File: config.mk
export PLATFORM = sky130hd
export DESIGN_NAME = lsu_top
export DESIGN_NICKNAME = d
export VERILOG_FILES = /design/src/rtl/lsu_pkg.sv /design/src/rtl/lsu_align_buffer.sv /design/src/rtl/lsu_decode.sv /design/src/rtl/lsu_sequencer.sv /design/src/rtl/lsu_top.sv
export SDC_FILE = /design/constraint.sdc
export NUM_CORES = 1
export LEC_CHECK = 0
export BUFFER_PORTS_ARGS = -buffer_cell sky130_fd_sc_hd__buf_2
export CELL_PAD_IN_SITES_DETAIL_PLACEMENT = 1
export CELL_PAD_IN_SITES_GLOBAL_PLACEMENT = 1
export CORE_UTILIZATION = 23
export DETAILED_ROUTE_END_ITERATION = 16
export PLACE_DENSITY_LB_ADDON = 0.15
export RECOVER_POWER = 100
export SKIP_LAST_GASP = 1
export SLEW_MARGIN = 10
export SYNTH_ARGS = -nofsm -noshare
export SYNTH_HDL_FRONTEND = slang
export SYNTH_HIERARCHICAL = 1
export SYNTH_SLANG_ARGS = --single-unit
File: constraint.sdc
create_clock -name clk -period 2.9 [get_ports clk]
set_input_delay 0.725 -clock clk [delete_from_list [all_inputs] [get_ports clk]]
set_output_delay 0.725 -clock clk [all_outputs]
set_load 0.005 [all_outputs]
File: src/rtl/lsu_pkg.sv
//********************
// LSU package
// Widths, request, decode, buffer and Wishbone types
//********************

`default_nettype none

package lsu_pkg;

    // Address and data widths
    typedef logic [31:0] addr_t;
    typedef logic [31:0] word_t;
    typedef logic [29:0] block_addr_t;
    typedef logic [1:0]  byte_off_t;
    typedef logic [3:0]  byte_mask_t;
    typedef logic [2:0]  funct3_t;

    // funct3 codes, shared by loads and stores
    localparam funct3_t F3_B  = 3'b000;
    localparam funct3_t F3_H  = 3'b001;
    localparam funct3_t F3_W  = 3'b010;
    localparam funct3_t F3_BU = 3'b100;
    localparam funct3_t F3_HU = 3'b101;

    typedef enum logic [1:0] {MEM_NONE, MEM_LOAD, MEM_STORE} mem_op_t;

    typedef enum logic [1:0] {SIZE_BYTE, SIZE_HALF, SIZE_WORD} access_size_t;

    // Request from the control unit
    typedef struct packed {
        mem_op_t op;
        funct3_t funct3;
        addr_t   address;
        word_t   store_data;
    } mem_req_t;

    // Registered and decoded request
    typedef struct packed {
        mem_op_t      op;
        access_size_t size;
        logic         sign;
        byte_off_t    offset;
        block_addr_t  lo_block;
        block_addr_t  hi_block;
        logic         unaligned;
        logic         illegal;
        word_t        store_data;
    } decoded_t;

    typedef enum logic [1:0] {BUF_HOLD, BUF_CAPTURE, BUF_ROTATE, BUF_MERGE} buf_cmd_t;

    // Wishbone master to slave
    typedef struct packed {
        logic  cyc;
        logic  stb;
        logic  we;
        addr_t adr;
        word_t dat;
    } wb_m2s_t;

    // Wishbone slave to master
    typedef struct packed {
        logic  ack;
        logic  err;
        logic  rty;
        word_t dat;
    } wb_s2m_t;

endpackage

`default_nettype wire

File: src/rtl/lsu_align_buffer.sv
//********************
// LSU alignment buffer
// 64-bit byte rotator with masked merge and load extension
//********************

`default_nettype none

module lsu_align_buffer
    import lsu_pkg::*;
(
    input  wire           clk,
    input  wire           rst,
    input  wire buf_cmd_t cmd,
    input  wire word_t    rd_data,
    input  wire decoded_t dec,
    output word_t         wr_data,
    output word_t         load_data
);

    // Bus side only sees the low half
    logic [63:0] rot_buf;
    byte_mask_t  mask;
    logic [7:0]  lo_byte;
    logic [15:0] lo_half;

    // Store width sets which low bytes get overwritten
    always_comb
    begin
        case (dec.size)
            SIZE_BYTE: mask = 4'b0001;
            SIZE_HALF: mask = 4'b0011;
            default:   mask = 4'b1111;
        endcase
    end

    always_ff @(posedge clk)
    begin
        case (cmd)
            // Block reads land in the low half only
            BUF_CAPTURE:
                rot_buf[31:0] <= rd_data;
            // Right by one byte, byte 0 wraps to the top
            BUF_ROTATE:
                rot_buf <= {rot_buf[7:0], rot_buf[63:8]};
            BUF_MERGE:
                for (int i = 0; i < 4; i++)
                begin
                    if (mask[i])
                        rot_buf[8*i +: 8] <= dec.store_data[8*i +: 8];
                end
            default:
                rot_buf <= rot_buf;
        endcase
    end

    assign wr_data = rot_buf[31:0];

    assign lo_byte = rot_buf[7:0];
    assign lo_half = rot_buf[15:0];

    // Sign or zero extend the aligned data
    always_comb
    begin
        case (dec.size)
            SIZE_BYTE:
                load_data = {{24{dec.sign & lo_byte[7]}}, lo_byte};
            SIZE_HALF:
                load_data = {{16{dec.sign & lo_half[15]}}, lo_half};
            default:
                load_data = rot_buf[31:0];
        endcase
    end

    // Merge only ever follows a store request
    a_merge_store: assert property (@(posedge clk) disable iff (rst)
        (cmd == BUF_MERGE) |-> (dec.op == MEM_STORE));

endmodule

`default_nettype wire

File: src/rtl/lsu_decode.sv
//********************
// LSU request decode
// Holds the accepted request, derives size and block info
//********************

`default_nettype none

module lsu_decode
    import lsu_pkg::*;
(
    input  wire           clk,
    input  wire           rst,
    input  wire           accept,
    input  wire mem_req_t req,
    output decoded_t      dec
);

    mem_op_t      op_q;
    funct3_t      funct3_q;
    addr_t        addr_q;
    word_t        data_q;
    access_size_t size;
    logic         illegal;

    // Operation is control state, cleared on reset
    always_ff @(posedge clk)
    begin
        if (rst)
            op_q <= MEM_NONE;
        else if (accept)
            op_q <= req.op;
    end

    // Payload of the request
    always_ff @(posedge clk)
    begin
        if (accept)
        begin
            funct3_q <= req.funct3;
            addr_q   <= req.address;
            data_q   <= req.store_data;
        end
    end

    // Low two bits of funct3 give the width
    always_comb
    begin
        case (funct3_q[1:0])
            2'b00:   size = SIZE_BYTE;
            2'b01:   size = SIZE_HALF;
            default: size = SIZE_WORD;
        endcase
    end

    // Stores have no unsigned forms
    always_comb
    begin
        case (op_q)
            MEM_NONE:  illegal = 1'b0;
            MEM_LOAD:  illegal = !(funct3_q inside {F3_B, F3_H, F3_W, F3_BU, F3_HU});
            MEM_STORE: illegal = !(funct3_q inside {F3_B, F3_H, F3_W});
            default:   illegal = 1'b1;
        endcase
    end

    always_comb
    begin
        dec.op         = op_q;
        dec.size       = size;
        dec.sign       = (funct3_q == F3_B) || (funct3_q == F3_H);
        dec.offset     = addr_q[1:0];
        dec.lo_block   = addr_q[31:2];
        // Next block up, holds the upper bytes of a crossing access
        dec.hi_block   = addr_q[31:2] + 30'd1;
        // Half at offset 3 or any word off zero spills into the next block
        dec.unaligned  = ((size == SIZE_HALF) && (addr_q[1:0] == 2'd3)) ||
                         ((size == SIZE_WORD) && (addr_q[1:0] != 2'd0));
        dec.illegal    = illegal;
        dec.store_data = data_q;
    end

    // Sequencer only accepts a defined operation
    a_accept_op: assert property (@(posedge clk) disable iff (rst)
        accept |-> !$isunknown(req.op) && (req.op inside {MEM_NONE, MEM_LOAD, MEM_STORE}));

endmodule

`default_nettype wire

File: src/rtl/lsu_sequencer.sv
//********************
// LSU sequencer
// Runs bus cycles, retries and rotations for each request
//********************

`default_nettype none

module lsu_sequencer
    import lsu_pkg::*;
#(
    parameter int RETRY_LIMIT = 4
)
(
    input  wire           clk,
    input  wire           rst,
    input  wire           cyc,
    input  wire decoded_t dec,
    output logic          accept,
    output logic          ack,
    output logic          done,
    output logic          err,
    output buf_cmd_t      buf_cmd,
    output wb_m2s_t       wb_out,
    input  wire wb_s2m_t  wb_in
);

    localparam int RTW = $clog2(RETRY_LIMIT + 2);

    // High block first when unaligned, then low block, align, store path
    typedef enum logic [3:0] {
        ST_IDLE, ST_START, ST_READ_HI, ST_ROT_HI, ST_READ_LO, ST_ALIGN,
        ST_MERGE, ST_ROT_BACK, ST_WRITE_LO, ST_ROT_WR_HI, ST_WRITE_HI, ST_FINISH
    } state_t;

    state_t         state;
    logic [2:0]     rot_cnt;
    logic [RTW-1:0] retry_cnt;
    logic           holdoff;
    logic           bus_state;
    logic           bus_active;
    logic           retry_out;

    assign accept = (state == ST_IDLE) && cyc;

    assign bus_state = (state == ST_READ_HI) || (state == ST_READ_LO) ||
                       (state == ST_WRITE_LO) || (state == ST_WRITE_HI);
    // Drop the strobe for one cycle after a retry
    assign bus_active = bus_state && !holdoff;
    assign retry_out  = (retry_cnt == RTW'(RETRY_LIMIT));

    always_comb
    begin
        wb_out.cyc = bus_active;
        wb_out.stb = bus_active;
        wb_out.we  = bus_active && ((state == ST_WRITE_LO) || (state == ST_WRITE_HI));
        if ((state == ST_READ_HI) || (state == ST_WRITE_HI))
            wb_out.adr = {dec.hi_block, 2'b00};
        else
            wb_out.adr = {dec.lo_block, 2'b00};
        // Data lane is filled from the buffer at the top level
        wb_out.dat = '0;
    end

    always_comb
    begin
        buf_cmd = BUF_HOLD;
        case (state)
            ST_READ_HI, ST_READ_LO:
                if (bus_active && wb_in.ack)
                    buf_cmd = BUF_CAPTURE;
            ST_ROT_HI, ST_ALIGN, ST_ROT_BACK, ST_ROT_WR_HI:
                buf_cmd = BUF_ROTATE;
            ST_MERGE:
                buf_cmd = BUF_MERGE;
            default:
                buf_cmd = BUF_HOLD;
        endcase
    end

    always_ff @(posedge clk)
    begin
        if (rst)
        begin
            state     <= ST_IDLE;
            ack       <= 1'b0;
            done      <= 1'b0;
            err       <= 1'b0;
            holdoff   <= 1'b0;
            retry_cnt <= '0;
            rot_cnt   <= '0;
        end
        else
        begin
            ack     <= accept;
            done    <= 1'b0;
            err     <= 1'b0;
            holdoff <= 1'b0;
            // Retry count is per access
            if (!bus_state)
                retry_cnt <= '0;
            case (state)
                ST_IDLE:
                    if (accept)
                        state <= ST_START;
                // Decoded request is valid from here
                ST_START:
                    if (dec.illegal || (dec.op == MEM_NONE))
                        state <= ST_FINISH;
                    else if (dec.unaligned)
                        state <= ST_READ_HI;
                    else
                        state <= ST_READ_LO;
                ST_FINISH:
                begin
                    done  <= !dec.illegal;
                    err   <= dec.illegal;
                    state <= ST_IDLE;
                end
                ST_READ_HI, ST_READ_LO, ST_WRITE_LO, ST_WRITE_HI:
                begin
                    if (bus_active && wb_in.ack)
                    begin
                        case (state)
                            ST_READ_HI:
                            begin
                                // Four byte steps move the block to the high half
                                rot_cnt <= 3'd3;
                                state   <= ST_ROT_HI;
                            end
                            ST_READ_LO:
                                if (dec.offset != 2'd0)
                                begin
                                    rot_cnt <= {1'b0, dec.offset} - 3'd1;
                                    state   <= ST_ALIGN;
                                end
                                else if (dec.op == MEM_STORE)
                                    state <= ST_MERGE;
                                else
                                begin
                                    done  <= 1'b1;
                                    state <= ST_IDLE;
                                end
                            ST_WRITE_LO:
                                if (dec.unaligned)
                                begin
                                    rot_cnt <= 3'd3;
                                    state   <= ST_ROT_WR_HI;
                                end
                                else
                                begin
                                    done  <= 1'b1;
                                    state <= ST_IDLE;
                                end
                            default:
                            begin
                                done  <= 1'b1;
                                state <= ST_IDLE;
                            end
                        endcase
                    end
                    else if (bus_active && (wb_in.err || (wb_in.rty && retry_out)))
                    begin
                        err   <= 1'b1;
                        state <= ST_IDLE;
                    end
                    else if (bus_active && wb_in.rty)
                    begin
                        retry_cnt <= retry_cnt + 1'b1;
                        holdoff   <= 1'b1;
                    end
                end
                ST_ROT_HI:
                    if (rot_cnt == 3'd0)
                        state <= ST_READ_LO;
                    else
                        rot_cnt <= rot_cnt - 3'd1;
                ST_ALIGN:
                    if (rot_cnt != 3'd0)
                        rot_cnt <= rot_cnt - 3'd1;
                    else if (dec.op == MEM_STORE)
                        state <= ST_MERGE;
                    else
                    begin
                        // Last rotate lands with done, so load_data is ready
                        done  <= 1'b1;
                        state <= ST_IDLE;
                    end
                ST_MERGE:
                    if (dec.offset == 2'd0)
                        state <= ST_WRITE_LO;
                    else
                    begin
                        // Eight minus offset brings the bytes home
                        rot_cnt <= 3'd7 - {1'b0, dec.offset};
                        state   <= ST_ROT_BACK;
                    end
                ST_ROT_BACK:
                    if (rot_cnt == 3'd0)
                        state <= ST_WRITE_LO;
                    else
                        rot_cnt <= rot_cnt - 3'd1;
                ST_ROT_WR_HI:
                    if (rot_cnt == 3'd0)
                        state <= ST_WRITE_HI;
                    else
                        rot_cnt <= rot_cnt - 3'd1;
                default:
                    state <= ST_IDLE;
            endcase
        end
    end

    // Strobe stays with cyc and a fixed address until terminated
    a_stb_held: assert property (@(posedge clk) disable iff (rst)
        wb_out.stb && !(wb_in.ack || wb_in.err || wb_in.rty)
        |=> wb_out.stb && wb_out.cyc && $stable(wb_out.adr));

    // Writes only happen for a store request
    a_we_store: assert property (@(posedge clk) disable iff (rst)
        wb_out.we |-> (dec.op == MEM_STORE));

endmodule

`default_nettype wire

File: src/rtl/lsu_top.sv
//********************
// LSU top level
// Load/store unit with a Wishbone master port
//********************

`default_nettype none

module lsu_top
    import lsu_pkg::*;
#(
    parameter int RETRY_LIMIT = 4
)
(
    input  wire           clk,
    input  wire           rst,

    // Request side
    input  wire           cyc,
    input  wire mem_req_t req,
    output logic          ack,
    output logic          done,
    output logic          err,
    output word_t         load_data,

    // Wishbone master
    output wb_m2s_t       wb_out,
    input  wire wb_s2m_t  wb_in
);

    logic     accept;
    decoded_t dec;
    buf_cmd_t buf_cmd;
    word_t    wr_data;
    wb_m2s_t  seq_bus;

    lsu_decode u_decode (
        .clk    (clk),
        .rst    (rst),
        .accept (accept),
        .req    (req),
        .dec    (dec)
    );

    lsu_sequencer #(
        .RETRY_LIMIT (RETRY_LIMIT)
    ) u_sequencer (
        .clk     (clk),
        .rst     (rst),
        .cyc     (cyc),
        .dec     (dec),
        .accept  (accept),
        .ack     (ack),
        .done    (done),
        .err     (err),
        .buf_cmd (buf_cmd),
        .wb_out  (seq_bus),
        .wb_in   (wb_in)
    );

    lsu_align_buffer u_align_buffer (
        .clk       (clk),
        .rst       (rst),
        .cmd       (buf_cmd),
        .rd_data   (wb_in.dat),
        .dec       (dec),
        .wr_data   (wr_data),
        .load_data (load_data)
    );

    // Control from the sequencer, write data from the buffer low half
    always_comb
    begin
        wb_out     = seq_bus;
        wb_out.dat = wr_data;
    end

endmodule

`default_nettype wire

-- Word-level counts from Yosys, hierarchy flattened
Index checks and enable logic that the tools add are counted.
- memory bits (read-only): 0
- logic and storage cells: 163
- memory bits (writable): 0
- register bits: 147
- output and inout port bits: 102
- memories kept: 0
- bits in latches: 0
- shifts and indexed selects: 0
- div/mod/pow operators: 0
- bitwise operators: 3
- reductions and logical operators: 46
- $lt $le $gt $ge: 0
- mux-type cells: 51
- $add $sub $neg: 5
- $mul: 0
- equality and inequality tests: 42
- operators with widths (cell ; count):
    $pmux 32 s3 ; 1
    $pmux 32 s2 ; 1
    $mux 4 ; 11
    $mux 3 ; 13
    $mux 32 ; 1
    $mux 8 ; 4
    $pmux 4 s8 ; 1
    $add 30x1->30 const B ; 1
    $ne 2x1->1 const B ; 9
    $eq 4x3->1 const B ; 4
    $eq 4x4->1 const B ; 4
    $pmux 3 s4 ; 1
    $pmux 4 s3 ; 1
    $reduce_or 4->1 ; 3
    $eq 2x2->1 const B ; 5
    $eq 3x3->1 const B ; 3
    $logic_and 1x1->1 ; 9
    $logic_or 1x1->1 ; 9
    $mux 1 ; 9
    $pmux 1 s3 ; 3
    $pmux 3 s3 ; 1
    $reduce_bool 3->1 ; 3
    $eq 2x1->1 const B ; 4
    $eq 4x2->1 const B ; 2
    other kinds (29) ; 44

-- Depth between registers and ports, before layout
- word-level depth: 11
- depth in mapped cells: 12

-- Cells and area by module
The synthesis kept the hierarchy.
- by module, submodules not included (module ; seq. area each (um2) ; cells each ; area an instance (um2) ; times used):
    lsu_align_buffer ; 1921.8 ; 248 ; 3233.1 ; 1
    lsu_decode ; 2052.0 ; 179 ; 2837.7 ; 1
    lsu_sequencer ; 280.3 ; 230 ; 1833.0 ; 1

-- Worst setup path after synthesis
OpenSTA, ideal clock, no wires.
- kind: register -> register
- from: register u_sequencer.state[2]
- to: register u_align_buffer.rot_buf[0], data pin
- slack: -0.233 ns
- stages on the path, launching flop included: 12
- arrival: 2.879 ns
- setup time: 0.254 ns
- period minus slack after synthesis: 3.133 ns
- data required time: 2.646 ns
- path buffers: 3
- path through: dfxtp_1 or3_4 and4_4 buf_6 a21oi_1 nor3_1 inv_1 ha_1 buf_2 nor2_2 buf_4 a21o_1
- longest elaborated chain between the ends: 10
- ends and longest elaborated chain (item ; RTL line ; text):
    start: declaration ; lsu_sequencer.sv:35 ; state_t state;
    start signal: assignment ; lsu_sequencer.sv:84 ; state <= ST_IDLE;
    start signal: assignment ; lsu_sequencer.sv:104 ; state <= ST_START;
    start signal: assignment ; lsu_sequencer.sv:108 ; state <= ST_FINISH;
    $eq 4x2->1 / $eq 4x3->1 (equally long branches) ; lsu_sequencer.sv:45, lsu_sequencer.sv:67 ;
    $logic_or 1x1->1 (2 in series) ; lsu_sequencer.sv:45 ; assign bus_state = (state == ST_READ_HI) || (state == ST_READ_LO) ||
    $logic_or 1x1->1 ; lsu_sequencer.sv:46 ; (state == ST_WRITE_LO) || (state == ST_WRITE_HI);
    $logic_and 1x1->1 ; lsu_sequencer.sv:48 ; assign bus_active = bus_state && !holdoff;
    $logic_and 1x1->1 ; lsu_sequencer.sv:69 ; if (bus_active && wb_in.ack)
    $mux 1 ; lsu_sequencer.sv:69 ;
    $pmux 2 s3 * ; lsu_sequencer.sv:67 ; case (state)
    via buf_cmd[0] ; lsu_top.sv:32 ; buf_cmd_t buf_cmd;
    $eq 2x2->1 / $eq 2x1->1 (equally long branches) ; lsu_align_buffer.sv:38 ; case (cmd)
    $pmux 32 s3 * ; lsu_align_buffer.sv:38 ;
    end signal: assignment ; lsu_align_buffer.sv:41 ; rot_buf[31:0] <= rd_data;
    end signal: assignment ; lsu_align_buffer.sv:44 ; rot_buf <= {rot_buf[7:0], rot_buf[63:8]};
    end signal: indexed assignment ; lsu_align_buffer.sv:49 ; rot_buf[8*i +: 8] <= dec.store_data[8*i +: 8];
    end: declaration ; lsu_align_buffer.sv:21 ; logic [63:0] rot_buf;
Mark *: on every way through the listed nets, which the timed path passes. The rest lies on a longest branch.
A chain may end at the register's enable or synchronous reset.

==> metrics.txt <==
share of layout cells above drive strength 1=38.6%; Min-Delay Endpoint=u_align_buffer/rot_buf[51]; Cell Pwr Density=879 nW/um2; first-pass GRT wire length=35.9 mm; maximum clock frequency=338 MHz; GRT overflow=0; # rows=66; Final Net Count=935; critical path type=reg -> out; hold_sp=u_align_buffer/rot_buf[59]; Mapped Area=7660 um2; syn_area_per_cell=12.3 um2; Wirelength per Cell=18.9 um; filler instances=3668; Vias=5659; DP HPWL=17.0 mm; hold path depth=0; Port-buffer cells=206; FF-to-FF Start=u_sequencer/state[2]; Crit path largest cell delay=0.43 ns; min Tclk post-route=2.96 ns; final hold vios=0; Longest Clk Path Bufs=2; number of global-route vias before repair=6081; WP data required=2.17 ns; I/O pin cnt=209; DR iter-0 viols=275; clock power share=25.6%; Final ANT Viol Nets=0; Cells after Synth=625; gpl congestion=0.799; Slew @ Worst Pin=0.844 ns; H-Tree Depth=4; reg2reg path depth=8; switch share=36.1%; dpl ws=0.152 ns; Setup Viol. Count Final=30; Die Ht=185 um; via density per instance=4.43; cell family with most CP delay=simple AND/OR/NAND/NOR gates; cell chain of the critical path=nand4_4, or3_4, buf_4, nor4_4, xor2_1, mux2_2, buf_2; CORE AREA=32600 um2; P_leak=3.93 nW; CTS Buf Count=17; drt pass-1 iters=4; crit-path max FO=5; Die ar.=34100 um2; Slowest-stage cell, CP=edfxtp_1; clock latency on the worst-skew pair=0.44 ns; combinational share of power=35.3%; Net Sw Power=0.00311 W; max cap viols=0; Starting Density=23.5%; Worst R2R Setup Slack=0.04 ns; post-layout power=0.00860 W; RSZ-0062 raised after global routing=yes; run status=finished, violations left; peak supply drop=0.424 mV; failing checks=setup timing; Worst Setup Slack, final=-0.0593 ns; final wirelength=24.1 mm; Residual DRC=0; Int Pwr=0.00550 W; CTS root buffer=clkbuf_16; synth-to-layout area growth=27.7%; Slew headroom=43.6%; Slew Viols, Final=0; hold buffer count at cts=0; CP startpoint kind=register; HP Class=reg -> reg; Worst Path Buf+Inv=2; antenna violations before repair=4; clock transition at the registers of the reported paths=0.07 ns; Reg power frac=39.1%; worst r2r dst=u_align_buffer/rot_buf[10]; Total GRT Usage=14.4%; Tcrit/Tclk final=102%; Synth warnings=6; Worst Path Arrival=2.23 ns; largest net degree at the start of global routing=50; die width=185 um; critical path endpoint category=primary output; TritonCTS Sinks=147; skew final=0.0154 ns; CTS tree=done
worst register-to-register path: cells and delay by family (launching register included):
kind	cells	cell delay, ns
buffers and inverters	2	0.81
AOI/OAI and AO/OA	4	0.93
DFF	1	0.39
and+or+nand+nor	1	0.24
adders and majority gates	1	0.35
stage by stage:
stage / area, um2 / TNS (ns) / utilization [%] / hold WS, ns / cells
5_1_grt: 9780 / -7.84 / 30.0 / 0.427 / 1275
3_3_place_gp: 8870 / 0 / 27.2 / 0.402 / 1211
6_report: 9780 / -0.600 / 30.0 / 0.421 / 1276
4_1_cts: 9720 / -0.440 / 29.8 / 0.422 / 1264
2_1_floorplan: 7670 / 0 / - / 0.400 / 626
3_5_place_dp: 8870 / 0 / 27.2 / 0.406 / 1211
worst max-delay path by stage:
| stage | start | endpoint | slack [ns] | depth (start not counted) |
|---|---|---|---|---|
| final | u_decode/addr_q[18] | wb_out[62] | -0.06 | 7 |
| after detailed placement | u_decode/addr_q[16] | wb_out[56] | 0.15 | 6 |
| after global routing | u_decode/addr_q[18] | wb_out[59] | -0.19 | 7 |
| after global placement | wb_in[34] | u_align_buffer/rot_buf[11] | 0.11 | 8 |
| after CTS | u_decode/addr_q[4] | wb_out[56] | -0.09 | 7 |
| after floorplan | cyc | u_decode/op_q[0] | 0.01 | 3 |
cells in the final DEF (no fill, tap or decap), types with 4 or more instances in the layout:
| master | instances |
|---|---|
| buf_2 | 164 |
| edfxtp_1 | 131 |
| nand2_1 | 46 |
| clkbuf_1 | 41 |
| buf_4 | 37 |
| a22o_1 | 32 |
| a21o_1 | 32 |
| mux2_2 | 27 |
| o21ai_0 | 26 |
| nor2_1 | 24 |
| xor2_1 | 19 |
| inv_1 | 18 |
| clkbuf_16 | 17 |
| dfxtp_1 | 16 |
| nand3_1 | 15 |
| a21oi_1 | 13 |
| xnor2_1 | 12 |
| buf_6 | 8 |
| o21ai_1 | 8 |
| ha_1 | 7 |
| nand4_1 | 7 |
| nor4_4 | 7 |
| nor3_1 | 7 |
| inv_6 | 6 |
| mux2_4 | 6 |
| nand2b_1 | 5 |
| and3_1 | 4 |
registers in the layout, indices dropped and copies added (netlist names):
name / count
u_sequencer/holdoff: 1
u_sequencer/err: 1
u_align_buffer/rot_buf: 64
u_decode/addr_q: 32
u_sequencer/ack: 1
u_sequencer/state: 4
u_sequencer/done: 1
u_decode/data_q: 32
u_decode/funct3_q: 3
u_decode/op_q: 2
u_sequencer/rot_cnt: 3
u_sequencer/retry_cnt: 3
power by group through the flow:
stage / combinational [W] / clock [W] / sequential, W
final: 0.00303 / 0.00221 / 0.00336
after CTS: 0.00311 / 0.00228 / 0.00337
after detailed placement: 0.00296 / 0 / 0.00343
after global routing: 0.00335 / 0.00234 / 0.00342
after global placement: 0.00293 / 0 / 0.00342
after floorplan: 0.00204 / 0 / 0.00328
cell type report:
class	count	area, um2	share of cell area (%)
Timing Repair Buffer	256	1430	14.6
Inverter	19	71.3	0.729
Tap cell	442	553	5.65
Clock inverter	15	143	1.46
Multi-Input combinational cell	378	2900	29.7
Sequential cell	147	4250	43.5
Antenna cell	2	5.00	0.0512
Clock buffer	17	425	4.35
layer usage:
metal  up-vias  wire length (um)  global-route usage (%)
li1       2663                 -                       -
met2       157             11300                    23.0
met3        20              1400                    3.58
met5         -                23                       0
met1      2815             10900                    18.6
met4         4               346                    5.37
timing repair:
item	CTS	global route
buffers inserted	19	10
pin swaps	7	12
cloned	2	0
endpoints found under the setup margin	36	38
resized for setup	19	20
Note: power is estimated with default switching activity, not from simulation.
